### config.mk
export PLATFORM = sky130hd
export DESIGN_NAME = display_mux
export DESIGN_NICKNAME = d
export VERILOG_FILES = /design/src/hw/cam_motion_pkg.sv /design/src/hw/display_mux.sv
export VERILOG_INCLUDE_DIRS = /design/src /design/src/hw
export SDC_FILE = /design/constraint.sdc
export NUM_CORES = 1
export LEC_CHECK = 0
export BUFFER_PORTS_ARGS = -buffer_cell sky130_fd_sc_hd__buf_4
export CAP_MARGIN = 40
export CORE_AREA = 10 10 84 86
export CTS_CLUSTER_SIZE = 16
export DETAILED_ROUTE_END_ITERATION = 12
export DIE_AREA = 0 0 94 96
export GPL_TIMING_DRIVEN = 1
export HOLD_SLACK_MARGIN = 0.1
export PLACE_DENSITY_LB_ADDON = 0.08
export SYNTH_ARGS = -nofsm -noshare
export SYNTH_HDL_FRONTEND = slang
export SYNTH_SLANG_ARGS = --single-unit
### constraint.sdc
create_clock -name dclk -period 3.1 [get_ports dclk]
set_input_delay 0.155 -clock dclk [delete_from_list [all_inputs] [get_ports dclk]]
set_output_delay 0.155 -clock dclk [all_outputs]
set_load 0.1 [all_outputs]
### src/hw/cam_motion_cfg.svh
`ifndef CAM_MOTION_CFG_SVH
`define CAM_MOTION_CFG_SVH

// raster, last count of each counter
`define H_TOTAL     1056
`define V_TOTAL     628

// sync edges
`define HS_END      128         // hs back high here
`define VS_START    4           // vs back high on this line

// visible region, inclusive bounds
`define ACT_H_MIN   217
`define ACT_H_MAX   1016
`define ACT_V_MIN   28
`define ACT_V_MAX   626

// camera image window
`define IMG_H0      221
`define IMG_V0      29
`define IMG_W       320
`define IMG_H       240

// difference bar
`define BAR_V_MIN   531
`define BAR_V_MAX   534
`define BAR_H0      220         // left edge, bar grows to the right

// frames between reference captures
`define REF_PERIOD  4

// storage widths
`define FB_AW       17
`define CNT_W       10

`endif
### src/hw/cam_motion_pkg.sv
`default_nettype none

package cam_motion_pkg;

    // rgb565 channel layout, msb first
    typedef struct packed {
        logic [4:0] r;
        logic [5:0] g;
        logic [4:0] b;
    } rgb565_s;

    // pixel as a raw camera word or as colour fields
    typedef union packed {
        logic [15:0] word;
        rgb565_s     ch;
    } rgb565_u;

    // channel ordering classes, strongest first in the name
    typedef enum logic [2:0] {
        CLS_FLAT = 3'd0,    // no strict ordering
        CLS_BRG  = 3'd1,
        CLS_BGR  = 3'd2,
        CLS_GRB  = 3'd3,
        CLS_GBR  = 3'd4,
        CLS_RBG  = 3'd5,
        CLS_RGB  = 3'd6
    } hue_class_t;

endpackage

`default_nettype wire

### src/hw/display_mux.sv
`timescale 1ns/10ps
`default_nettype none

`include "cam_motion_cfg.svh"

module display_mux (
    input  wire logic                    dclk,
    input  wire logic                    rst,
    input  wire logic                    frame_start,
    input  wire logic                    active,
    input  wire logic                    img_win,
    input  wire logic                    bar_row,
    input  wire logic [10:0]             h_count,
    input  wire logic [`CNT_W-1:0]       diff_count,
    input  wire cam_motion_pkg::rgb565_u fb_rdata,
    output logic [`FB_AW-1:0]            fb_raddr,
    output logic                         pix_valid,
    output logic [11:0]                  rgb
);

    logic [10:0] bar_end;

    assign bar_end = 11'(`BAR_H0) + 11'(diff_count);

    //////////////////////////////////////////////////
    // read addressing, one word per window cycle

    always_ff @(posedge dclk)
    begin
        if (rst)
        begin
            fb_raddr  <= '0;
            pix_valid <= 1'b0;
        end
        else
        begin
            pix_valid <= img_win;       // RAM data lands one cycle later
            if (frame_start)
                fb_raddr <= '0;
            else if (img_win)
                fb_raddr <= fb_raddr + 1'b1;
        end
    end

    //////////////////////////////////////////////////
    // colour out

    always_ff @(posedge dclk)
    begin
        if (rst)
            rgb <= '0;
        else if (pix_valid)
            rgb <= {fb_rdata.ch.r[4:1], fb_rdata.ch.g[5:2], fb_rdata.ch.b[4:1]};
        else if (active)
        begin
            if (bar_row && h_count < bar_end)
                rgb <= 12'hfff;
            else
                rgb <= 12'h000;
        end
        else
            rgb <= '0;                  // blanking
    end

endmodule

`default_nettype wire

==> impl_results.md <==
* Data arrival, critical path at 2.34 ns
* Via count at 1553
* Clock Tree Buf Depth at 2
* Hold crit path type: in2reg
* Worst skew pair latency at 0.28 ns
* Syn_nets at 242
* Seq. cell area at 601 µm²
* DR pass1 iterations at 4
* TNS Setup at 0 ns
* Hold_buf cts at 0
* Total CTS buffers at 5
* Initial antenna violation count at 0
* CP bufs+invs at 3
* CP required at 3.21 ns
* Post-Syn Area at 1610 µm²
* Final instance area at 2280 µm²
* First-pass GRT wire length at 7280 µm
* Status: completed
* Chip height at 96 µm
* CP max stage delay at 0.69 ns
* FFs w/ async S/R, synth at 0
* Mapped Cells at 187
* Cell Pwr Density at 446 nW/µm²
* Slew margin rel. at 0.417
* Synth top area share at 0.373
* #FFs+latches synth at 30
* Pin count of the biggest net entering global routing at 27
* Library cells used by synthesis at 36
* Worst reg2reg setup slack at 1.27 ns
* Final hold slack at 0.141 ns
* Leak pwr at 0.985 nW
* # port buffers at 68
* CP max-delay cell: o21ai_1
* Ranking of synthesized cells by area: dfxtp_1 (37%), ha_1 (9.3%), a221oi_1 (6.5%)
* Final nets at 307
* CP Class: in2reg
* IO Count at 73
* Critical-path maximum fanout at 12
* Setup ws final at 0.873 ns
* Share of cells above drive strength 1 at 0.324
* Synth Area per Inst at 8.62 µm²
* Crit share post-route at 0.718
* CP top delay family: compound AO/OA/AOI/OAI gates
* Biggest area consumer among synthesized cells: dfxtp_1
* Top_reg_cell synth: dfxtp_1
* Layout Area Growth over Synthesis at 41.4%
* Root Driver: clkbuf_8
* GRT overflow at 0
* Number of global-route vias before repair at 1544
* Max-slew violations at 0
* Clock skew at 0.0104 ns
* GP Congestion at 0.689
* Clk sinks at 30
* Full die area at 9020 µm²
* CTS tree: yes
* Place WS at 0.550 ns
* Cell Rows at 27
* RSZ-0062 raised after global routing: no
* Highest clock rate at 0.449 GHz
* Area after DPL at 2170 µm²
* Core Area at 5410 µm²
* Filler Cells Inserted at 570
* Worst r2r src: fb_raddr[0]
* DIE WIDTH at 94 µm
* H-tree levels at 2
* Initial Util at 0.298
* Setup crit start kind: primary input
* Total track usage at 0.0992
* Min-Delay Endpoint: fb_raddr[14]
* Final Hold Viols at 0
* CTS resizes at 0
* Hpwl dp at 3390 µm
* Drt drc at 0
* Post-layout min period at 2.23 ns
* Hold_sp: frame_start
* Post-CTS Setup Inserts at 0
* R2R depth at 5
* Placed insts at 317
* Crit-path cells: buf_4 > inv_1 > ha_1 > inv_1 > o21ai_0 > nand2_1 > xnor2_1 > ha_1 > a21oi_1 > o21ai_1 > a221oi_1
* Iteration-0 DRC Markers at 34
* Via density at 4.78
* Tightest Pin Transition at 0.869 ns
* Seq/Total Area, Yosys at 0.373
* Final Non-Filler Cells at 325
* Setup Viol. Count Final at 0
* Wire length per cell at 13.6 µm
* Worst-path clk slew at 0.07 ns
* Worst r2r dst: fb_raddr[16]
* Maximum VDD drop at 235 µV
* Number of max-cap violations at 0
* Post-route ant nets at 0
* Synth Warn # at 0
* Drt total wl at 4400 µm
* Multi-input logic area at 935 µm²
* Critical Path Sink Type: register
* Number of synthesized flops with an enable pin at 0
* Diodes inserted at 0
* Hold path cells at 4
-- layer usage --
metal | vias up | global-route usage | part of all wire
li1 | 811 | - | -
met5 | - | 0 | 0
met3 | 5 | 0.0467 | 0.088
met2 | 49 | 0.145 | 0.44
met4 | 0 | 0.0342 | 0.0091
met1 | 688 | 0.125 | 0.47
-- state kept, by name, summed over array words and instances (netlist names) --
name / cells
fb_raddr: 17
rgb: 12
pix_valid: 1
-- cells in the final DEF (no fill, tap or decap), drive strengths merged, types with 7 or more instances in the layout --
master | synthesis | routed
buf | 3 | 70
dfxtp | 30 | 30
a21oi | 19 | 19
nand2 | 18 | 18
nor2 | 15 | 15
a221oi | 12 | 12
ha | 12 | 12
xnor2 | 9 | 9
nand4 | 8 | 8
nand3 | 8 | 8
xor2 | 7 | 7
-- power breakdown --
| part | internal (mW) | switching [mW] | total, mW |
|---|---|---|---|
| Sequential | 0.396 | 0.00404 | 0.400 |
| Clock | 0.236 | 0.151 | 0.387 |
| Combinational | 0.0822 | 0.148 | 0.230 |
| Total | 0.714 | 0.303 | 1.02 |
-- area by class of cell --
cell class	instances	area share
clock buffers	5	0.0302
clock inverters	3	0.0176
inverters	5	0.00824
multi-input cells	140	0.410
flip-flops and latches	30	0.264
well taps	72	0.0395
repair buffers	70	0.231
-- cell families after synthesis --
group / share of synthesized area
XOR/XNOR: 0.0870
buffers and inverters: 0.0474
flip-flops: 0.373
AO/OA/AOI/OAI: 0.172
AND/OR/NAND/NOR: 0.221
adder cells (fa/ha/maj): 0.0932
multiplexers: 0.00621
-- how the worst max path moves through the flow --
stage	startpoint	end	depth (start not counted)
after global placement	diff_count[2]	rgb[11]	11
after global routing	diff_count[2]	rgb[7]	11
after floorplan	fb_raddr[0]	fb_raddr[16]	6
after detailed placement	diff_count[2]	rgb[9]	11
final	diff_count[2]	rgb[9]	11
after CTS	diff_count[2]	rgb[9]	11
-- worst register-to-register path, cell delays in order, from the launching register on --
cell     delay [ns]
dfxtp_1        0.44
ha_1           0.20
and4_1         0.33
nand4_1        0.26
or3_1          0.41
a21oi_1        0.13
-- cells in the mapped netlist (2+ instances only) --
library cell,count
nand2_1,18
o31ai_1,3
or4_1,3
xor2_1,7
nand3_2,2
nand4_1,8
ha_1,12
a21oi_1,19
or3_1,2
dfxtp_1,30
and3_1,3
xnor2_1,9
or2_2,2
nor2_1,15
clkbuf_1,9
inv_1,5
o21ai_0,4
and4_1,2
nand3_1,6
a221oi_1,12
-- stage by stage --
step | power [mW] | util
floorplan | 0.560 | -
CTS | 1.03 | 0.422
global placement | 0.639 | 0.401
detailed placement | 0.640 | 0.401
finish | 1.02 | 0.422
global route | 1.07 | 0.422
Power figures use the tool's default switching activity.
