==> config.mk <==
export PLATFORM = sky130hd
export DESIGN_NAME = video_timing
export DESIGN_NICKNAME = d
export VERILOG_FILES = /design/src/hw/video_timing.sv
export VERILOG_INCLUDE_DIRS = /design/src /design/src/hw
export SDC_FILE = /design/constraint.sdc
export NUM_CORES = 1
export LEC_CHECK = 0
export BUFFER_PORTS_ARGS = -buffer_cell sky130_fd_sc_hd__buf_4
export CORE_UTILIZATION = 30
export CTS_BUF_LIST = sky130_fd_sc_hd__clkbuf_4 sky130_fd_sc_hd__clkbuf_8
export CTS_CLUSTER_SIZE = 16
export DETAILED_ROUTE_END_ITERATION = 6
export HOLD_SLACK_MARGIN = 0.1
export PLACE_DENSITY = 0.58
export REMOVE_ABC_BUFFERS = 1
export SLEW_MARGIN = 0
export SYNTH_ARGS = -nofsm -noshare
export SYNTH_HDL_FRONTEND = slang
export SYNTH_SLANG_ARGS = --single-unit
==> constraint.sdc <==
create_clock -name dclk -period 2.52 [get_ports dclk]
set_input_delay 0.378 -clock dclk [delete_from_list [all_inputs] [get_ports dclk]]
set_output_delay 0.378 -clock dclk [all_outputs]
set_load 0.005 [all_outputs]
==> src/hw/cam_motion_cfg.svh <==
`ifndef CAM_MOTION_CFG_SVH
`define CAM_MOTION_CFG_SVH

// raster, last count of each counter
`define H_TOTAL     1056
`define V_TOTAL     628

// sync edges
`define HS_END      128         // hs back high here
`define VS_START    4           // vs back high on this line

// visible region, inclusive bounds
`define ACT_H_MIN   217
`define ACT_H_MAX   1016
`define ACT_V_MIN   28
`define ACT_V_MAX   626

// camera image window
`define IMG_H0      221
`define IMG_V0      29
`define IMG_W       320
`define IMG_H       240

// difference bar
`define BAR_V_MIN   531
`define BAR_V_MAX   534
`define BAR_H0      220         // left edge, bar grows to the right

// frames between reference captures
`define REF_PERIOD  4

// storage widths
`define FB_AW       17
`define CNT_W       10

`endif
==> src/hw/video_timing.sv <==
`timescale 1ns/10ps
`default_nettype none

`include "cam_motion_cfg.svh"

module video_timing (
    input  wire logic        dclk,
    input  wire logic        rst,
    output logic             hs,
    output logic             vs,
    output logic [10:0]      h_count,
    output logic             active,
    output logic             img_win,
    output logic             frame_start,
    output logic             bar_row,
    output logic             ref_frame
);

    localparam int FI_W = (`REF_PERIOD > 1) ? $clog2(`REF_PERIOD) : 1;

    logic [10:0]     v_count;
    logic [FI_W-1:0] frame_idx;

    //////////////////////////////////////////////////
    // raster counters

    always_ff @(posedge dclk)
    begin
        if (rst)
        begin
            h_count <= '0;
            v_count <= '0;
        end
        else if (h_count == `H_TOTAL)
        begin
            h_count <= '0;
            if (v_count == `V_TOTAL)
                v_count <= '0;
            else
                v_count <= v_count + 1'b1;
        end
        else
        begin
            h_count <= h_count + 1'b1;
        end
    end

    //////////////////////////////////////////////////
    // syncs and frame index

    always_ff @(posedge dclk)
    begin
        if (rst)
        begin
            hs        <= 1'b0;
            vs        <= 1'b0;
            frame_idx <= '0;
        end
        else
        begin
            if (h_count == 0)
                hs <= 1'b0;
            else if (h_count == `HS_END)
                hs <= 1'b1;
            if (v_count == 0)
                vs <= 1'b0;
            else if (v_count == `VS_START)
                vs <= 1'b1;
            if (v_count == `VS_START && h_count == 0)
            begin
                if (frame_idx == FI_W'(`REF_PERIOD - 1))
                    frame_idx <= '0;
                else
                    frame_idx <= frame_idx + 1'b1;
            end
        end
    end

    // region decodes straight off the counters
    assign active = (h_count >= `ACT_H_MIN) && (h_count <= `ACT_H_MAX) &&
                    (v_count >= `ACT_V_MIN) && (v_count <= `ACT_V_MAX);
    assign img_win = (h_count >= `IMG_H0) && (h_count <= `IMG_H0 + `IMG_W - 1) &&
                     (v_count >= `IMG_V0) && (v_count <= `IMG_V0 + `IMG_H - 1);
    assign frame_start = (v_count == `ACT_V_MIN) && (h_count == 0);
    assign bar_row     = (v_count >= `BAR_V_MIN) && (v_count <= `BAR_V_MAX);
    assign ref_frame   = (frame_idx == '0);

    // window must sit inside the visible area
    a_win_in_active: assert property (
        @(posedge dclk) disable iff (rst)
        img_win |-> active
    );

endmodule

`default_nettype wire

==> run_results.csv, run 1 <==
group,metric,value,unit
outcome,outcome,"finished clean",
setup_path,cp_max_fo,7,
floorplanning,die_area,0.00586,mm²
cts,cts_tree,"built",
place,placedCellCount,292,
grt,grt_antenna_before_repair,0,
setup_path,criticalPathCategory,"reg2out",
setup_path,critPathLaunchType,"flip-flop",
grt,grt_pass1_wl,6850,µm
grt,grt-ovfl-total,0,
floorplanning,fp.dieH,76.6,µm
setup_path,endpoint,"active",
timing,fmax,0.423,GHz
floorplanning,io-pin-count,20,
route,via_per_inst,5.20,
cts,clock_path_buffers,2,
route,num_vias,1539,
route,wl,4050,µm
timing,slew-limit-headroom,0.596,
power,p_leak,0.708,nW
route,drc_errors,0,
cells_and_area,multi_input_area,0.00105,mm²
cells_and_area,layout.nets,237,
timing,finalCriticalPeriod,2.37,ns
cells_and_area,diodes,0,
synth,synth_edf_count,0,
timing,slew_viol_final,0,
cts,path_clk_slew,0.10,ns
grt,grt_use_total,0.146,
setup_path,endpoint_kind,"primary output",
setup_path,reg2reg_from,"h_count[0]$_SDFF_PP0_",
route,initialDrtViolationCount,114,
grt,grt_start_max_net_pins,16,
synth,avgSynthCellArea,8.02,µm²
setup_path,cp.required,2.14,ns
hold_path,hp-class,"in2reg",
setup_path,max_stage_delay,0.40,ns
synth,yosysUniqueCellTypes,48,
floorplanning,placementRows,26,
timing,tightest_slew,0.603,ns
cells_and_area,mostFrequentLayoutCell,"dfxtp_1",
synth,netlist_area,0.00167,mm²
cts,h-tree-depth,1,
timing,fin_crit_sh,0.939,
setup_path,r2r_slack,0.43,ns
synth,yosysWarnings,0,
route,drt_pass1_iterations,4,
floorplanning,core,0.00524,mm²
cts,holdBufCountCts,0,
route,wl_per_cell,13.7,µm
synth,synthCells,208,
synth,synth_top_area_frac,0.312,
timing,final-setup-viol-count,0,
cts,cts.sinks,26,
job,drv_cap,0,
timing,grt_setup_unrepaired,"no",
synth,ys_async_sr_fraction,0,
setup_path,crit_chain,"inv_1 > ha_1 > or3_1 > or2_2 > a21oi_1 > nor4_1 > buf_4",
synth,yosys-top-cells-area,"dfxtp_1 31%, ha_1 6.0%, nand3_1 4.5%",
timing,tns,0,ns
cts,clkLatencyLatePin,0.28,ns
place,dpl.hpwl,2990,µm
power,vdd_drop_max,183,µV
place,portBuffers,19,
grt,grt_pass1_vias,1390,
synth,synth_top_cell_by_area,"dfxtp_1",
cts,cts_made_buffers,3,
cells_and_area,drive_gt1_frac,0.195,
route,postRouteAntennaNets,0,
floorplanning,die_w,76.6,µm
synth,ys_ff_latch,26,
setup_path,reg2reg_depth,6,
cells_and_area,postLayoutCoreUtil,0.374,
timing,finClkSkew,0.00590,ns
place,globalplace.congestion,0.851,
hold_path,hold_depth,2,
setup_path,critPathLaunch,"h_count[1]$_SDFF_PP0_",
cells_and_area,seq_area,523,µm²
cells_and_area,fillers,553,
synth,ys.flop_type,"dfxtp_1",
cts,cts-root-buf,"clkbuf_8",
cells_and_area,area.growth.synth_to_final,17.5,%
cells_and_area,final_cell_mix,"24 x dfxtp_1, 23 x buf_4, 19 x nor2_1, 17 x nand2_1, 15 x nand3_1",
power,power_density,428,mW/mm²
power,power,0.839,mW
setup_path,slowest_stage,"dfxtp_2",
floorplanning,initial_utilization,0.318,
setup_path,worstPathArrival,1.99,ns
setup_path,r2r-end,"v_count[8]$_SDFFE_PP0P_",
cells_and_area,instances_no_fill,296,
timing,hold_viol,0,
synth,ys_seq_area_frac,0.312,
cell type report:
cell class                 instances  area share
sequential                        26       0.267
tap                               70      0.0447
timing repair buffer              23      0.0881
inverter                          14      0.0268
multi-input combinational        159       0.537
clock buffer                       3      0.0211
clock inverter                     1      0.0153
layer usage:
layer,routed length (µm),track usage,share of wire
met3,94,0.0275,0.023
met2,1730,0.205,0.43
met1,2160,0.210,0.53
met5,0,0,0
met4,59,0.0692,0.015
kinds of logic after synthesis:
| family | Yosys count | synth area share |
|---|---|---|
| xor+xnor | 8 | 0.0420 |
| flops | 26 | 0.312 |
| buf+inv | 23 | 0.0608 |
| compound gates | 42 | 0.164 |
| simple gates | 99 | 0.349 |
| mux | 2 | 0.0120 |
| fa+ha+maj | 8 | 0.0600 |
where the power goes:
group | internal (mW) | total (mW) | switching (mW)
clock | 0.213 | 0.353 | 0.140
sequential | 0.415 | 0.425 | 0.00985
combinational | 0.0292 | 0.0608 | 0.0316
cell usage after synthesis (2+ instances only):
cell and n:
dfxtp_1 26, nor2_1 19, nand2_1 17, nand3_1 15, inv_1 14, a21oi_1 11
ha_1 8, clkbuf_1 7, o21ai_0 7, nor3_1 6, o31ai_1 6, or4_1 5
xnor2_1 5, a31oi_1 4, nor4_1 4, or3_1 4, a31o_2 3, and3_1 3
nand4_1 3, or2_2 3, xor2_1 3, and2_1 2, and3b_1 2, and4_1 2
and4bb_2 2, buf_6 2, mux2i_1 2, o22ai_1 2, o32ai_1 2
state kept, by name (all words and copies together) (netlist names):
register and count:
frame_idx 2, hs 1, v_count 11, h_count 11, vs 1
worst min-delay path by stage:
stage,endpoint,start
global placement,frame_idx[1]$_SDFFE_PP0P_,frame_idx[1]$_SDFFE_PP0P_
global route,hs$_SDFFE_PP0N_,rst
detailed placement,frame_idx[1]$_SDFFE_PP0P_,frame_idx[1]$_SDFFE_PP0P_
finish,frame_idx[0]$_SDFFE_PP0P_,rst
floorplan,frame_idx[0]$_SDFFE_PP0P_,rst
CTS,frame_idx[1]$_SDFFE_PP0P_,rst
critical path, delay by kind of cell (launching register included):
kind / cells / cell delay (ns)
DFF: 1 / 0.40
buffers and inverters: 2 / 0.22
adders and majority gates: 1 / 0.18
AOI/OAI and AO/OA: 1 / 0.17
and+or+nand+nor: 3 / 0.74
metrics by stage:
step	area, µm²	worst slack [ns]	hold WS [ns]
CTS	1950	0.0423	0.367
floorplan	1620	0.660	0.447
finish	1960	0.154	0.381
detailed placement	1880	0.367	0.485
global placement	1880	0.399	0.487
global route	1960	0.0104	0.374
repair_timing:
item / 4_1_cts / 5_1_grt
endpoints found under the setup margin: 0 / 3
buffers inserted: 0 / 0
gates resized for setup: 0 / 3
No activity file was read; power rests on OpenSTA's default activity.
==> inputs of run 2 (changes only) <==
--- a/config.mk
+++ b/config.mk
@@ -8,4 +8,5 @@
 export LEC_CHECK = 0
 export BUFFER_PORTS_ARGS = -buffer_cell sky130_fd_sc_hd__buf_4
+export CORE_ASPECT_RATIO = 0.8
 export CORE_UTILIZATION = 30
 export CTS_BUF_LIST = sky130_fd_sc_hd__clkbuf_4 sky130_fd_sc_hd__clkbuf_8
==> constraint.sdc (replaced) <==
create_clock -name dclk -period 2.52 [get_ports dclk]
set_input_delay 0.504 -clock dclk [delete_from_list [all_inputs] [get_ports dclk]]
set_output_delay 0.504 -clock dclk [all_outputs]
set_load 0.005 [all_outputs]
==> run_results.csv, run 2 (synthesized netlist as in run 1, its figures left out) <==
group,metric,value,unit
cells_and_area,final_cell_mix,"26 x buf_4, 21 x dfxtp_1, 19 x nor2_1, 17 x nand2_1, 15 x nand3_1",
hold_path,hold_depth,1,
setup_path,r2r-end,"v_count[8]$_SDFFE_PP0P_",
cts,cts_tree,"built",
power,pwr-share-clk,0.360,
setup_path,cp_max_fo,7,
outcome,outcome,"finished clean",
route,num_vias,1569,
grt,grt_pass1_wl,6780,µm
timing,slew_viol_final,0,
job,drv_cap,0,
cts,clkLatencyLatePin,0.27,ns
cts,holdBufCountCts,0,
timing,fmax,0.409,GHz
grt,grt_start_max_net_pins,15,
power,power,0.768,mW
route,wl_per_cell,14.1,µm
timing,hold_viol,0,
place,dpl.hpwl,3000,µm
power,switching_share,0.234,
route,drt_pass1_iterations,4,
hold_path,hp-class,"reg2reg",
route,wl,4110,µm
timing,final-setup-viol-count,0,
cts,cts-root-buf,"clkbuf_8",
hold_path,holdPathEnd,"h_count[0]$_SDFF_PP0_",
route,postRouteAntennaNets,0,
power,vdd_drop_max,195,µV
grt,grt-ovfl-total,0,
grt,grt_antenna_before_repair,0,
cts,cts.sinks,26,
timing,fin_crit_sh,0.970,
timing,tightest_slew,0.478,ns
grt,grt_pass1_vias,1427,
power,p_leak,0.720,nW
floorplanning,fp.dieH,68.7,µm
cells_and_area,fillers,530,
setup_path,criticalPathCategory,"reg2out",
cells_and_area,mostFrequentLayoutCell,"buf_4",
cells_and_area,diodes,0,
route,initialDrtViolationCount,145,
timing,setup_ws,0.0755,ns
place,post-place-ws,0.305,ns
timing,holdWs,0.481,ns
hold_path,hold_path_startpoint,"h_count[0]$_SDFF_PP0_",
setup_path,reg2reg_from,"h_count[1]$_SDFF_PP0_",
floorplanning,core,0.00518,mm²
floorplanning,initial_utilization,0.322,
route,drc_errors,0,
cts,h-tree-depth,1,
floorplanning,io-pin-count,20,
setup_path,r2r_slack,0.49,ns
cells_and_area,layout.nets,240,
cts,path_clk_slew,0.09,ns
cells_and_area,postLayoutCoreUtil,0.382,
cells_and_area,largestRegisters,"h_count: 11 flops, v_count: 11 flops, frame_idx: 2 flops",
setup_path,critPathLaunchType,"flip-flop",
power,seq_power_share,0.552,
cts,cts_made_buffers,3,
cts,clock_path_buffers,2,
power,power_density,388,mW/mm²
cells_and_area,drive_gt1_frac,0.231,
timing,slew-limit-headroom,0.679,
grt,grt_use_total,0.148,
setup_path,reg2reg_depth,7,
floorplanning,die_area,0.00586,mm²
place,globalplace.congestion,0.880,
setup_path,worstPathArrival,1.94,ns
power,p_comb_frac,0.088,
power,p_int,0.588,mW
setup_path,cp.required,2.02,ns
timing,finalCriticalPeriod,2.44,ns
timing,finClkSkew,0.00515,ns
place,portBuffers,19,
power,switchingPower,0.180,mW
cells_and_area,area.growth.synth_to_final,18.8,%
floorplanning,die_w,85.4,µm
floorplanning,placementRows,23,
setup_path,endpoint_kind,"primary output",
route,via_per_inst,5.39,
## run 2: worst max-delay path by stage
stage                                startpoint     end  slack, ns  cells past startpoint
after floorplan           h_count[1]$_SDFF_PP0_  active       0.53                      6
after global placement    h_count[1]$_SDFF_PP0_  active       0.32                      7
after detailed placement  h_count[1]$_SDFF_PP0_  active       0.31                      7
after CTS                 h_count[0]$_SDFF_PP0_  active       0.03                      7
after global routing      h_count[1]$_SDFF_PP0_  active      -0.04                      7
final                     h_count[1]$_SDFF_PP0_  active       0.08                      7
## run 2: critical path, stage by stage (launching register included)
cell and delay [ns]:
dfxtp_4 0.39, inv_1 0.06, ha_1 0.16, or3_1 0.38, or2_2 0.30, a21oi_2 0.16, nor4_2 0.07, buf_4 0.15
## run 2: repair_timing
action	CTS	global route
gates resized for setup	1	11
buffers inserted	0	0
endpoints found under the setup margin	1	4
pin swaps	0	0
## run 2: routing by layer
layer,up-vias,track usage,routed length (µm)
met3,7,0.0321,195
met1,714,0.205,2140
li1,810,-,-
met4,0,0.0271,43
met5,-,0,0
met2,38,0.243,1730
## run 2: layout make-up
type / instances / area (µm²) / area share
Timing Repair Buffer: 26 / 195 / 0.0985
Sequential cell: 26 / 532 / 0.268
Multi-Input combinational cell: 159 / 1070 / 0.539
Clock buffer: 4 / 55.1 / 0.0278
Inverter: 14 / 52.6 / 0.0265
Tap cell: 62 / 77.6 / 0.0392
## run 2: power groups by stage
stage               clock [mW]  combinational (mW)  sequential (mW)
floorplan                    0              0.0393            0.432
global placement             0              0.0673            0.433
detailed placement           0              0.0671            0.433
CTS                      0.287              0.0679            0.424
global route             0.296              0.0761            0.426
finish                   0.276              0.0679            0.424
## run 2: through the flow
step / area (µm²) / setup TNS, ns / cells
2_1_floorplan: 1620 / 0 / 199
3_3_place_gp: 1890 / 0 / 287
3_5_place_dp: 1890 / 0 / 287
4_1_cts: 1950 / 0 / 291
5_1_grt: 1980 / -0.0351 / 291
6_report: 1980 / 0 / 291
==> inputs of run 3 (changes only) <==
BUFFER_PORTS_ARGS = -buffer_cell sky130_fd_sc_hd__buf_2   (was -buffer_cell sky130_fd_sc_hd__buf_4)
==> run_results.csv, run 3 (synthesized netlist as in run 1, its figures left out) <==
group,metric,value,unit
place,dpl.hpwl,3020,µm
floorplanning,core,0.00518,mm²
cts,clock_path_buffers,2,
power,power,0.720,mW
grt,grt-ovfl-total,0,
floorplanning,placementRows,23,
setup_path,cp.required,2.02,ns
hold_path,hp-class,"reg2reg",
cts,cts-root-buf,"clkbuf_8",
cells_and_area,largestRegisters,"h_count: 11 flops, v_count: 11 flops, frame_idx: 2 flops",
setup_path,reg2reg_depth,7,
floorplanning,die_w,85.4,µm
timing,slew-limit-headroom,0.693,
cts,clkLatencyLatePin,0.27,ns
floorplanning,die_area,0.00586,mm²
cells_and_area,drive_gt1_frac,0.219,
cts,h-tree-depth,1,
power,power_density,379,mW/mm²
hold_path,holdPathEnd,"frame_idx[1]$_SDFFE_PP0P_",
setup_path,worstPathArrival,1.94,ns
power,switching_share,0.232,
outcome,outcome,"finished clean",
floorplanning,initial_utilization,0.322,
setup_path,endpoint_kind,"primary output",
place,globalplace.congestion,0.833,
route,via_per_inst,5.46,
setup_path,cp_max_fo,9,
timing,slew_viol_final,0,
grt,grt_pass1_wl,6720,µm
route,drc_errors,0,
power,p_comb_frac,0.090,
floorplanning,fp.dieH,68.7,µm
timing,fin_crit_sh,0.970,
power,p_int,0.553,mW
setup_path,r2r-end,"v_count[8]$_SDFFE_PP0P_",
place,post-place-ws,0.318,ns
grt,grt_pass1_vias,1402,
timing,finClkSkew,0.00616,ns
grt,grt_start_max_net_pins,15,
timing,finalCriticalPeriod,2.45,ns
cts,cts_tree,"built",
grt,grt_antenna_before_repair,0,
cts,holdBufCountCts,0,
cts,cts_made_buffers,3,
power,vdd_drop_max,118,µV
cells_and_area,diodes,0,
power,p_leak,0.710,nW
setup_path,r2r_slack,0.52,ns
route,wl,4010,µm
power,seq_power_share,0.588,
cts,cts.sinks,26,
route,drt_pass1_iterations,4,
route,initialDrtViolationCount,181,
cts,ctsResizeCount,0,
grt,grt_use_total,0.148,
timing,final-setup-viol-count,0,
route,wl_per_cell,13.8,µm
floorplanning,io-pin-count,20,
cells_and_area,layout.nets,240,
place,portBuffers,19,
route,num_vias,1584,
timing,hold_viol,0,
setup_path,critPathLaunch,"v_count[1]$_SDFFE_PP0P_",
timing,setup_ws,0.0746,ns
cells_and_area,postLayoutCoreUtil,0.367,
timing,tightest_slew,0.456,ns
hold_path,hold_depth,2,
timing,fmax,0.409,GHz
power,pwr-share-clk,0.322,
power,switchingPower,0.167,mW
cts,cts_setup_buffers,0,
job,drv_cap,0,
setup_path,criticalPathCategory,"reg2out",
hold_path,hold_path_startpoint,"frame_idx[1]$_SDFFE_PP0P_",
cells_and_area,final_cell_mix,"20 x dfxtp_1, 19 x nor2_1, 19 x buf_2, 17 x nand2_1, 15 x nand3_1",
cts,path_clk_slew,0.09,ns
cells_and_area,mostFrequentLayoutCell,"dfxtp_1",
setup_path,reg2reg_from,"h_count[1]$_SDFF_PP0_",
cells_and_area,area.growth.synth_to_final,14.1,%
setup_path,critPathLaunchType,"flip-flop",
route,postRouteAntennaNets,0,
timing,grt_setup_unrepaired,"yes",
[run 3: final cells by class]
type	instances	area (µm²)
Fill cell	548	3280
Multi-Input combinational cell	159	1050
Sequential cell	26	531
Timing Repair Buffer	26	148
Tap cell	62	77.6
Inverter	14	52.6
Clock buffer	3	41.3
[run 3: power groups by stage]
stage               Clock, mW  Combinational, mW  Sequential, mW
floorplan                   0             0.0393           0.432
global placement            0             0.0645           0.433
detailed placement          0             0.0642           0.433
CTS                     0.246             0.0649           0.423
global route            0.260             0.0733           0.426
finish                  0.232             0.0650           0.424
[run 3: worst max path at each step]
stage	end	slack (ns)	cells after the start
4_1_cts	active	0.009	7
5_1_grt	active	-0.006	5
3_3_place_gp	active	0.35	7
3_5_place_dp	active	0.32	7
6_report	active	0.07	5
2_1_floorplan	active	0.53	6
[run 3: layer usage]
metal  share of wire  track usage  vias to the layer above
li1                -            -                      807
met1            0.50        0.214                      719
met2            0.42        0.225                       56
met3           0.073       0.0321                        2
met4          0.0090       0.0375                        0
met5               0            0                        -
[run 3: stage by stage]
step	hold slack (ns)	cell area (µm²)	TNS (ns)	instances
3_3_place_gp	0.478	1840	0	287
5_1_grt	0.540	1900	-0.00628	290
6_report	0.495	1900	0	290
4_1_cts	0.505	1890	0	290
3_5_place_dp	0.486	1840	0	287
2_1_floorplan	0.455	1620	0	199
[run 3: worst max-delay path, stage by stage, from the launching register on]
cell	delay (ns)
dfxtp_1	0.40
or3_1	0.38
a311oi_1	0.28
nor2_1	0.09
nor4_1	0.35
buf_2	0.18
