$ cat src/hw/cam_motion_cfg.svh
`ifndef CAM_MOTION_CFG_SVH
`define CAM_MOTION_CFG_SVH

// raster, last count of each counter
`define H_TOTAL     1056
`define V_TOTAL     628

// sync edges
`define HS_END      128         // hs back high here
`define VS_START    4           // vs back high on this line

// visible region, inclusive bounds
`define ACT_H_MIN   217
`define ACT_H_MAX   1016
`define ACT_V_MIN   28
`define ACT_V_MAX   626

// camera image window
`define IMG_H0      221
`define IMG_V0      29
`define IMG_W       320
`define IMG_H       240

// difference bar
`define BAR_V_MIN   531
`define BAR_V_MAX   534
`define BAR_H0      220         // left edge, bar grows to the right

// frames between reference captures
`define REF_PERIOD  4

// storage widths
`define FB_AW       17
`define CNT_W       10

`endif
$ cat src/hw/cam_motion_pkg.sv
`default_nettype none

package cam_motion_pkg;

    // rgb565 channel layout, msb first
    typedef struct packed {
        logic [4:0] r;
        logic [5:0] g;
        logic [4:0] b;
    } rgb565_s;

    // pixel as a raw camera word or as colour fields
    typedef union packed {
        logic [15:0] word;
        rgb565_s     ch;
    } rgb565_u;

    // channel ordering classes, strongest first in the name
    typedef enum logic [2:0] {
        CLS_FLAT = 3'd0,    // no strict ordering
        CLS_BRG  = 3'd1,
        CLS_BGR  = 3'd2,
        CLS_GRB  = 3'd3,
        CLS_GBR  = 3'd4,
        CLS_RBG  = 3'd5,
        CLS_RGB  = 3'd6
    } hue_class_t;

endpackage

`default_nettype wire

$ cat src/hw/cam_byte_rx.sv
`timescale 1ns/10ps
`default_nettype none

`include "cam_motion_cfg.svh"

module cam_byte_rx (
    input  wire logic                    dclk,
    input  wire logic                    rst,
    input  wire logic [7:0]              cam_dat,
    input  wire logic                    cam_href,
    input  wire logic                    cam_vs,
    output logic                         fb_we,
    output logic [`FB_AW-1:0]            fb_waddr,
    output cam_motion_pkg::rgb565_u      fb_wdata
);

    localparam int FB_DEPTH = `IMG_W * `IMG_H;

    logic       phase;      // 1 on the low byte
    logic [7:0] hi_byte;

    always_ff @(posedge dclk)
    begin
        if (rst)
        begin
            phase    <= 1'b0;
            fb_we    <= 1'b0;
            fb_waddr <= '1;
        end
        else
        begin
            fb_we <= 1'b0;
            if (cam_href)
            begin
                phase <= ~phase;
                if (phase)
                begin
                    fb_we    <= 1'b1;
                    fb_waddr <= fb_waddr + 1'b1;
                end
            end
            else
            begin
                phase <= 1'b0;
                if (cam_vs)
                    fb_waddr <= '1;     // next word wraps to 0
            end
        end
    end

    // byte pairing, high byte first
    always_ff @(posedge dclk)
    begin
        if (cam_href && !phase)
            hi_byte <= cam_dat;
        if (cam_href && phase)
            fb_wdata.word <= {hi_byte, cam_dat};
    end

    // camera must not run past one image per vs
    a_wr_in_image: assert property (
        @(posedge dclk) disable iff (rst)
        fb_we |-> (fb_waddr < FB_DEPTH)
    );

endmodule

`default_nettype wire

$ cat config.mk
export PLATFORM = sky130hd
export DESIGN_NAME = cam_byte_rx
export DESIGN_NICKNAME = d
export VERILOG_FILES = /design/src/hw/cam_motion_pkg.sv /design/src/hw/cam_byte_rx.sv
export VERILOG_INCLUDE_DIRS = /design/src /design/src/hw
export SDC_FILE = /design/constraint.sdc
export NUM_CORES = 1
export LEC_CHECK = 0
export BUFFER_PORTS_ARGS = -buffer_cell sky130_fd_sc_hd__buf_2
export CAP_MARGIN = 25
export CORE_MARGIN = 5
export CORE_UTILIZATION = 40
export CTS_BUF_LIST = sky130_fd_sc_hd__clkbuf_2 sky130_fd_sc_hd__clkbuf_4 sky130_fd_sc_hd__clkbuf_8
export DETAILED_ROUTE_END_ITERATION = 12
export GPL_TIMING_DRIVEN = 0
export PLACE_DENSITY = 0.67
export SLEW_MARGIN = 5
export SYNTH_ARGS = -nofsm -noshare
export SYNTH_HDL_FRONTEND = slang
export SYNTH_SLANG_ARGS = --single-unit
$ cat constraint.sdc
create_clock -name dclk -period 1.8 [get_ports dclk]
set_input_delay 0.18 -clock dclk [delete_from_list [all_inputs] [get_ports dclk]]
set_output_delay 0.18 -clock dclk [all_outputs]
set_load 0.01 [all_outputs]
==> out/metrics.cfg, run 1 <==
[detailed_routing]
num_vias = 1146
drt_pass1_iterations = 4
drt_iter0_drc = 69
routed_wl_um = 3064
drt.antenna.violating_nets = 0
avgViaCountPerCell = 5.026
routedWlPerCell_um = 13.44
drc = 0

[critical_path]
cp-start-kind = flip-flop
worstSetupEndpointType = flip-flop
required_ns = 2.03
critPathArrivalTime_ns = 1.94
critPathKind = reg -> reg
path_max_fanout = 10

[die]
io_pins = 46
start_util_pct = 40.94
dieHeight_um = 73.52
core_area_um2 = 3943
die_x_um = 73.52
die_area_um2 = 5405
rows = 23

[synth]
async_reset_ff_share_pct = 0
ys.flop_type = edfxtp_1
synthMostInstantiatedCell = edfxtp_1
yosysTopAreaCell = edfxtp_1
netlist_area_um2 = 1614
synth_common_cells = edfxtp_1 (24), dfxtp_1 (19), nand2_1 (17)
synth-edff-count = 24
ys_types = 33
synth_fp_nets = 140
ys_seq_area_share_pct = 68.22
syn_inst = 127
synth_top_area_share_pct = 44.65
ys_seq_elements = 43
yosys_warnings = 0
synthTopCellsByArea = edfxtp_1 (45%), dfxtp_1 (24%), nand2_1 (4.0%)
avgSynthCellArea_um2 = 12.71

[final_layout]
instances_no_fill = 228
antenna_cells = 0
drive_above_1_share_pct = 37.08
stdcell_area_um2 = 1997
area_growth_pct = 23.72
final_nets = 190

[global_routing]
grt_overflow_total = 0
first_global_vias = 1085
grt_use_total_pct = 11.89
grt_pass1_wl_um = 4940
grt_max_degree = 17
antenna_found_initial = 0

[sta]
hold_slack_ns = 0.08397
skew_ns = 0.003368
timing.fmax_ghz = 0.5830
max_slew.worst_pin.slew_ns = 0.6588
slew_headroom_pct = 55.92
setup_viol = 0
drv_slew = 0
min_period_over_period_pct = 95.30
setup_tns_ns = 0
grt_setup_unrepaired = false
finalHoldViolations = 0
period_needed_ns = 1.715

[placed_design]
dp_hpwl_um = 2324
gp_congestion = 0.8062
place_area_um2 = 1897
dp.cells = 221
port_buffers = 44

[clocking]
clkSlewWorstSetupHoldPaths_ns = 0.08
cts_tree = built
cts_num_sinks = 43
clock_latency_ns = 0.28
clk_path_buf_depth = 2
cts_hold_buf = 0
htreeDepth = 2
numCtsBuffers = 5
postCtsSetupBuffers = 0
cts-root-buf = clkbuf_8

[power]
total_power_w = 0.002106
ir_drop_uv = 618.4
power_per_cell_area_nw_per_um2 = 1055
p_leak_nw = 0.7758

[worst_hold_path]
holdCritPathClass = in -> reg

[outcome]
status = complete, no violations

[job]
drv_cap = 0

==> critical path, cell delays in order, from the launching register on <==
cell	delay, ns
dfxtp_4	0.38
nand4_2	0.13
or3_4	0.42
buf_6	0.15
or4_1	0.49
nand3_1	0.09
==> state kept, by name, summed over array words and instances, names as in the netlist <==
| name | count |
|---|---|
| fb_wdata | 16 |
| hi_byte | 8 |
| fb_waddr | 17 |
| phase | 1 |
| fb_we | 1 |
==> cell usage in the layout, fill, tap and decap left out, types with 2 or more instances in the layout <==
cell type,instances
buf_2,45
dfxtp_1,15
edfxtp_1,24
nor3_1,2
nand2_1,17
nor4_1,2
nor2_1,5
clkbuf_8,5
or4_1,3
xor2_1,7
o31ai_1,4
o21ai_0,3
a21oi_1,2
nand4_1,7
dfxtp_4,3
nand3_1,7
inv_1,4
xnor2_1,2
==> timing repair <==
| action | 4_1_cts | 5_1_grt |
|---|---|---|
| cloned | 0 | 0 |
| setup endpoints to repair | 2 | 4 |
| pin swaps | 0 | 0 |
| gates resized for setup | 2 | 6 |
==> power breakdown <==
part           switching, W  internal [W]  leakage (nW)  total [W]
combinational      0.000193      0.000164         0.353   0.000357
clock              0.000309      0.000286        0.0446   0.000595
sequential        0.0000529       0.00110         0.379    0.00115
==> kinds of logic (layout without fill, tap and decap cells) <==
logic type      count (synthesis)  after routing  synth area share, %
compound gates                 11             11                4.341
xor+xnor                        9              9                4.884
fa+ha+maj                       1              1               0.7751
buf+inv                         8             59                2.403
flops                          43             43                68.22
mux                             2              2                1.318
simple gates                   53             53                18.06
==> final timing paths <==
kind | endpoint | slack, ns | start | depth (start not counted)
worst max-delay path | fb_waddr[16] | 0.08 | fb_waddr[4] | 5
worst min-delay path | hi_byte[5] | 0.08 | cam_dat[5] | 1
worst max register to register | fb_waddr[16] | 0.08 | fb_waddr[4] | 5
worst min register to register | fb_wdata[11] | 0.42 | hi_byte[3] | 0
==> cell type report <==
cell class,count,area (µm²)
Timing Repair Buffer,44,220.2
Fill cell,361,1946
Multi-Input combinational cell,76,476.7
Buffer,3,20.02
Clock buffer,6,76.32
Clock inverter,2,12.51
Sequential cell,43,1114
Tap cell,50,62.56
Inverter,4,15.01
==> metal layers <==
metal | track usage, % | vias up | wire length, µm
li1 | - | 565 | -
met2 | 18.70 | 40 | 1448
met1 | 15.42 | 532 | 1300
met4 | 5.634 | 0 | 77
met5 | 0 | - | 0
met3 | 2.736 | 9 | 237
==> per-stage QoR <==
stage	util [%]	setup WS [ns]
after CTS	50.43	0.02443
after detailed placement	48.11	-0.01125
after global placement	48.11	0.01757
after floorplan	-	0.04165
after global routing	50.65	0.004940
final	50.65	0.08466
Power figures use the tool's default switching activity.
==> run 2, diff against run 1 <==
--- a/config.mk
+++ b/config.mk
@@ -13,7 +13,7 @@
 export CTS_BUF_LIST = sky130_fd_sc_hd__clkbuf_2 sky130_fd_sc_hd__clkbuf_4 sky130_fd_sc_hd__clkbuf_8
 export DETAILED_ROUTE_END_ITERATION = 12
 export GPL_TIMING_DRIVEN = 0
-export PLACE_DENSITY = 0.67
+export PLACE_DENSITY_LB_ADDON = 0.15
 export SLEW_MARGIN = 5
 export SYNTH_ARGS = -nofsm -noshare
 export SYNTH_HDL_FRONTEND = slang
==> out/metrics.cfg, run 2 (same netlist as run 1, synthesis figures left out) <==
[power]
ir_drop_uv = 563.3  ; -8.9%
p_switching_w = 0.0005517  ; -0.53%
p_leak_nw = 0.8026  ; +3.4%
power_per_cell_area_nw_per_um2 = 1163  ; +10%
pwr-share-comb_pct = 15.2  ; -1.7 points
p_int_w = 0.001840  ; +19%
pwr-share-clk_pct = 36.4  ; +8.2 points
switching_share_pct = 23.07  ; -3.3 points
p_seq_share_pct = 48.4  ; -6.4 points

[global_routing]
grtUsageMet3_pct = 4.788  ; +2.1 points
grt_max_degree = 17  ; unchanged
busiest_layer = met2
met1_usage_pct = 13.40  ; -2.0 points
grt_use_met2_pct = 20.96  ; +2.3 points
first_global_vias = 1120  ; +3.2%
grt_pass1_wl_um = 4981  ; +0.83%
grt_use_total_pct = 12.11  ; +0.23 points
grt_overflow_total = 0  ; unchanged
antenna_found_initial = 0  ; unchanged

[die]
io_pins = 46  ; unchanged
start_util_pct = 40.94  ; unchanged
core_area_um2 = 3943  ; unchanged
die_area_um2 = 5405  ; unchanged
rows = 23  ; unchanged
die_x_um = 73.52  ; unchanged
dieHeight_um = 73.52  ; unchanged

[critical_path]
cp-start-kind = flip-flop
required_ns = 2.03  ; about the same
critical_path.max_stage_delay_ns = 0.49  ; about the same
critPathKind = reg -> reg
worstSetupEndpointType = flip-flop
path_max_fanout = 10  ; unchanged
crit_chain = nand4_4, or3_4, buf_6, or4_1, nand3_1
critPathArrivalTime_ns = 1.94  ; about the same
cpMaxStageDelayCell = or4_1

[final_layout]
stdcell_area_um2 = 2056  ; +2.9%
area_growth_pct = 27.36
drive_above_1_share_pct = 37.64  ; +0.56 points
instances_no_fill = 228  ; unchanged
largest_reg_flops = 17  ; unchanged
antenna_cells = 0  ; unchanged
largestRegisters = fb_waddr: 17 flops, fb_wdata: 16 flops, hi_byte: 8 flops
final_nets = 190  ; unchanged
final_cell_mix = buf_2 (45), edfxtp_1 (24), nand2_1 (17)
regMostFlops = fb_waddr
fin_util_pct = 52.14  ; +1.5 points
layout_commonest_cell = buf_2

[detailed_routing]
drt_pass1_iterations = 4  ; unchanged
num_vias = 1129  ; -1.5%
drc = 0  ; unchanged
routedWlPerCell_um = 13.10  ; -2.5%
routed_wl_um = 2987  ; -2.5%
drt.antenna.violating_nets = 0  ; unchanged
drt_iter0_drc = 53  ; -23%
avgViaCountPerCell = 4.952  ; -1.5%

[clocking]
htreeDepth = 2  ; unchanged
clkSlewWorstSetupHoldPaths_ns = 0.08  ; about the same
cts_tree = built
postCtsSetupBuffers = 0  ; unchanged
clk_path_buf_depth = 2  ; unchanged
cts_resized = 2  ; unchanged
numCtsBuffers = 5  ; unchanged
cts_num_sinks = 43  ; unchanged
cts_hold_buf = 0  ; unchanged
cts-root-buf = clkbuf_8
clock_latency_ns = 0.29  ; about the same

[placed_design]
place_area_um2 = 1897  ; unchanged
gp_congestion = 0.7847  ; -2.7%
dp_hpwl_um = 2238  ; -3.7%
port_buffers = 44  ; unchanged
dp.cells = 221  ; unchanged

[sta]
max_slew.worst_pin.slew_ns = 0.6949  ; +0.03613 ns
finalHoldViolations = 0  ; unchanged
hold_slack_ns = 0.08294  ; -0.001030 ns
grt_setup_unrepaired = false
skew_ns = 0.006758  ; +0.003390 ns
setup_viol = 0  ; unchanged
drv_slew = 0  ; unchanged
min_period_over_period_pct = 94.83  ; -0.47 points
period_needed_ns = 1.707  ; -0.008392 ns
timing.fmax_ghz = 0.5858  ; +0.49%
slew_headroom_pct = 53.50  ; -2.4 points

[job]
drv_cap = 0  ; unchanged

[outcome]
status = complete, no violations

[worst_hold_path]
holdCritPathClass = in -> reg

==> run 2: area by class of cell <==
| type | instances | area, µm² |
|---|---|---|
| clock buffer | 6 | 76.32 |
| timing repair buffer | 44 | 220.2 |
| tap | 50 | 62.56 |
| inverter | 4 | 15.01 |
| sequential | 43 | 1114 |
| clock inverter | 2 | 60.06 |
| multi-input combinational | 76 | 488.0 |
| fill | 355 | 1887 |
| buffer | 3 | 20.02 |
==> run 2: through the flow <==
step           setup TNS (ns)  worst slack, ns  total power (W)
6_report                    0          0.09305         0.002392
4_1_cts                     0          0.01829         0.002409
5_1_grt                     0          0.01624         0.002513
3_5_place_dp         -0.02366         -0.02366         0.001534
2_1_floorplan               0          0.04165         0.001421
3_3_place_gp                0          0.01036         0.001525
==> run 2: worst max-delay path: cells and delay by family, from the launching register on <==
kind / cells / cell delay, ns
simple gates: 4 / 1.12
flops: 1 / 0.38
buf+inv: 1 / 0.14
==> run 2: power by group through the flow <==
stage,clock [W],combinational (W),sequential [W]
6_report,0.000871,0.000362,0.00116
5_1_grt,0.000938,0.000405,0.00117
4_1_cts,0.000894,0.000363,0.00115
3_5_place_dp,0,0.000360,0.00117
3_3_place_gp,0,0.000355,0.00117
2_1_floorplan,0,0.000231,0.00119
==> run 2: worst paths after layout <==
kind	from	to	slack (ns)	cells after the start
worst min register to register	hi_byte[3]	fb_wdata[11]	0.42	0
worst max-delay path	fb_waddr[6]	fb_waddr[16]	0.09	5
worst max register to register	fb_waddr[6]	fb_waddr[16]	0.09	5
worst min-delay path	cam_dat[5]	hi_byte[5]	0.08	1
==> run 2: layer usage <==
| metal | vias up | part of all wire (%) | routed length [µm] |
|---|---|---|---|
| li1 | 567 | - | - |
| met1 | 520 | 42 | 1253 |
| met2 | 38 | 48 | 1447 |
| met3 | 4 | 8.4 | 252 |
| met4 | 0 | 1.1 | 33 |
| met5 | - | 0 | 0 |
==> run 3, diff against run 2 <==
--- a/config.mk
+++ b/config.mk
@@ -9,7 +9,7 @@
 export BUFFER_PORTS_ARGS = -buffer_cell sky130_fd_sc_hd__buf_2
 export CAP_MARGIN = 25
 export CORE_MARGIN = 5
-export CORE_UTILIZATION = 40
+export CORE_UTILIZATION = 35
 export CTS_BUF_LIST = sky130_fd_sc_hd__clkbuf_2 sky130_fd_sc_hd__clkbuf_4 sky130_fd_sc_hd__clkbuf_8
 export DETAILED_ROUTE_END_ITERATION = 12
 export GPL_TIMING_DRIVEN = 0
==> out/metrics.cfg, run 3 (same netlist as run 1, synthesis figures left out) <==
[placed_design]
dp_hpwl_um = 2345  ; +4.8%
gp_congestion = 0.7534  ; -4.0%
place_area_um2 = 1899  ; +0.13%
pre_cts_slack_ns = -0.02632  ; -0.002656 ns
port_buffers = 44  ; unchanged

[sta]
setup_tns_ns = 0  ; unchanged
grt_setup_unrepaired = false
skew_ns = 0.002956  ; -0.003803 ns
period_needed_ns = 1.718  ; +0.01086 ns
setup_viol = 0  ; unchanged
slew_headroom_pct = 53.42  ; -0.088 points
timing.fmax_ghz = 0.5821  ; -0.63%
drv_slew = 0  ; unchanged
finalHoldViolations = 0  ; unchanged
finalWorstSetupSlack_ns = 0.08219  ; -0.01086 ns
max_slew.worst_pin.slew_ns = 0.6962  ; +0.001321 ns
min_period_over_period_pct = 95.43  ; +0.60 points

[global_routing]
antenna_found_initial = 0  ; unchanged
grt_use_total_pct = 10.49  ; -1.6 points
grt_max_degree = 17  ; unchanged
grt_pass1_wl_um = 5147  ; +3.3%
grt_overflow_total = 0  ; unchanged
first_global_vias = 1115  ; -0.45%

[final_layout]
largestRegisters = fb_waddr: 17 flops, fb_wdata: 16 flops, hi_byte: 8 flops
ff_latch_area_um2 = 1115  ; +0.11%
fin_util_pct = 46.06  ; -6.1 points
multi_input_area_um2 = 485.5  ; -0.51%
largest_reg_flops = 17  ; unchanged
regMostFlops = fb_waddr
final_nets = 190  ; unchanged
antenna_cells = 0  ; unchanged
stdcell_area_um2 = 2033  ; -1.1%
fillers = 418  ; +18%
layout_commonest_cell = buf_2
area_growth_pct = 25.97
drive_above_1_share_pct = 37.64  ; unchanged
final_cell_mix = buf_2 (45), edfxtp_1 (24), nand2_1 (17)

[clocking]
clkSlewWorstSetupHoldPaths_ns = 0.08  ; about the same
clk_path_buf_depth = 2  ; unchanged
clock_latency_ns = 0.29  ; about the same
htreeDepth = 2  ; unchanged
cts_num_sinks = 43  ; unchanged
numCtsBuffers = 5  ; unchanged
postCtsSetupBuffers = 0  ; unchanged
cts_tree = built
cts-root-buf = clkbuf_8

[detailed_routing]
drt_pass1_iterations = 4  ; unchanged
drc = 0  ; unchanged
wl_met3_um = 211  ; -16%
dr_wl_met2_um = 1593  ; +10%
top_layer_used = met4
m1WireLength_um = 1433  ; +14%
routed_wl_um = 3269  ; +9.4%
avgViaCountPerCell = 4.887  ; -1.3%
drt_iter0_drc = 60  ; +13%
drt.antenna.violating_nets = 0  ; unchanged
num_vias = 1124  ; -0.44%
routedWlPerCell_um = 14.21  ; +8.5%

[power]
p_leak_nw = 0.7913  ; -1.4%
total_power_w = 0.002258  ; -5.6%
ir_drop_uv = 507.3  ; -9.9%
power_per_cell_area_nw_per_um2 = 1111  ; -4.5%

[job]
drv_cap = 0  ; unchanged

[critical_path]
required_ns = 2.03  ; about the same
path_max_fanout = 10  ; unchanged
critPathKind = reg -> reg
critPathArrivalTime_ns = 1.95  ; about the same
cp-start-kind = flip-flop
worstSetupEndpointType = flip-flop

[die]
dieHeight_um = 77.91  ; +6.0%
start_util_pct = 36.56  ; -4.4 points
io_pins = 46  ; unchanged
die_x_um = 77.91  ; +6.0%
core_area_um2 = 4414  ; +12%
die_area_um2 = 6070  ; +12%
rows = 24  ; +4.3%

[worst_hold_path]
holdCritPathClass = in -> reg

[outcome]
status = complete, no violations

[run 3: cell types whose count changed in the layout (fill, tap and decap cells not counted)]
cell,change
nand2b_1,+1
clkinv_4,+1
clkinv_2,+1
dfxtp_2,+1
clkbuf_4,-1
nand2b_2,-1
bufinv_16,-1
dfxtp_1,-1
[run 3: what timing repair did]
| action | in CTS | in global routing |
|---|---|---|
| hold buffers | 0 | 0 |
| endpoints found under the setup margin | 1 | 4 |
| gates resized for setup | 4 | 6 |
| pin swaps | 0 | 0 |
[run 3: power breakdown]
group / internal (W) / switching, W / total, W
clock network: 0.000413 / 0.000326 / 0.000739
registers: 0.00110 / 0.0000559 / 0.00116
logic: 0.000168 / 0.000194 / 0.000361
total: 0.00168 / 0.000576 / 0.00226
[run 3: final timing paths]
| check | depth (start not counted) | to | slack [ns] | start |
|---|---|---|---|---|
| worst max-delay path | 5 | fb_waddr[16] | 0.08 | fb_waddr[6] |
| worst min-delay path | 1 | hi_byte[4] | 0.08 | cam_dat[4] |
| worst max register to register | 5 | fb_waddr[16] | 0.08 | fb_waddr[6] |
| worst min register to register | 0 | fb_wdata[10] | 0.43 | hi_byte[2] |
[run 3: final cells by class]
| cell class | count | share of cell area (%) |
|---|---|---|
| Sequential cell | 43 | 54.83 |
| Inverter | 4 | 0.7385 |
| Tap cell | 52 | 3.200 |
| Timing Repair Buffer | 44 | 10.83 |
| Buffer | 3 | 0.9846 |
| Clock buffer | 5 | 3.385 |
| Clock inverter | 3 | 2.154 |
| Multi-Input combinational cell | 76 | 23.88 |
[run 3: critical path, cell delays in order (launching register included)]
cell	delay [ns]
dfxtp_2	0.39
nand4_4	0.13
or3_4	0.41
buf_6	0.14
or4_1	0.50
nand3_1	0.09
[run 3: metal layers]
| metal | global-route usage (%) | up-vias |
|---|---|---|
| met2 | 17.36 | 29 |
| met1 | 12.52 | 524 |
| met4 | 4.054 | 0 |
| met5 | 0 | - |
| met3 | 3.588 | 4 |
| li1 | - | 567 |
[run 3: stage by stage]
stage	instances	hold slack, ns
detailed placement	223	0.3734
global route	230	0.05484
CTS	231	0.06344
global placement	223	0.3693
floorplan	127	0.2511
finish	230	0.07614
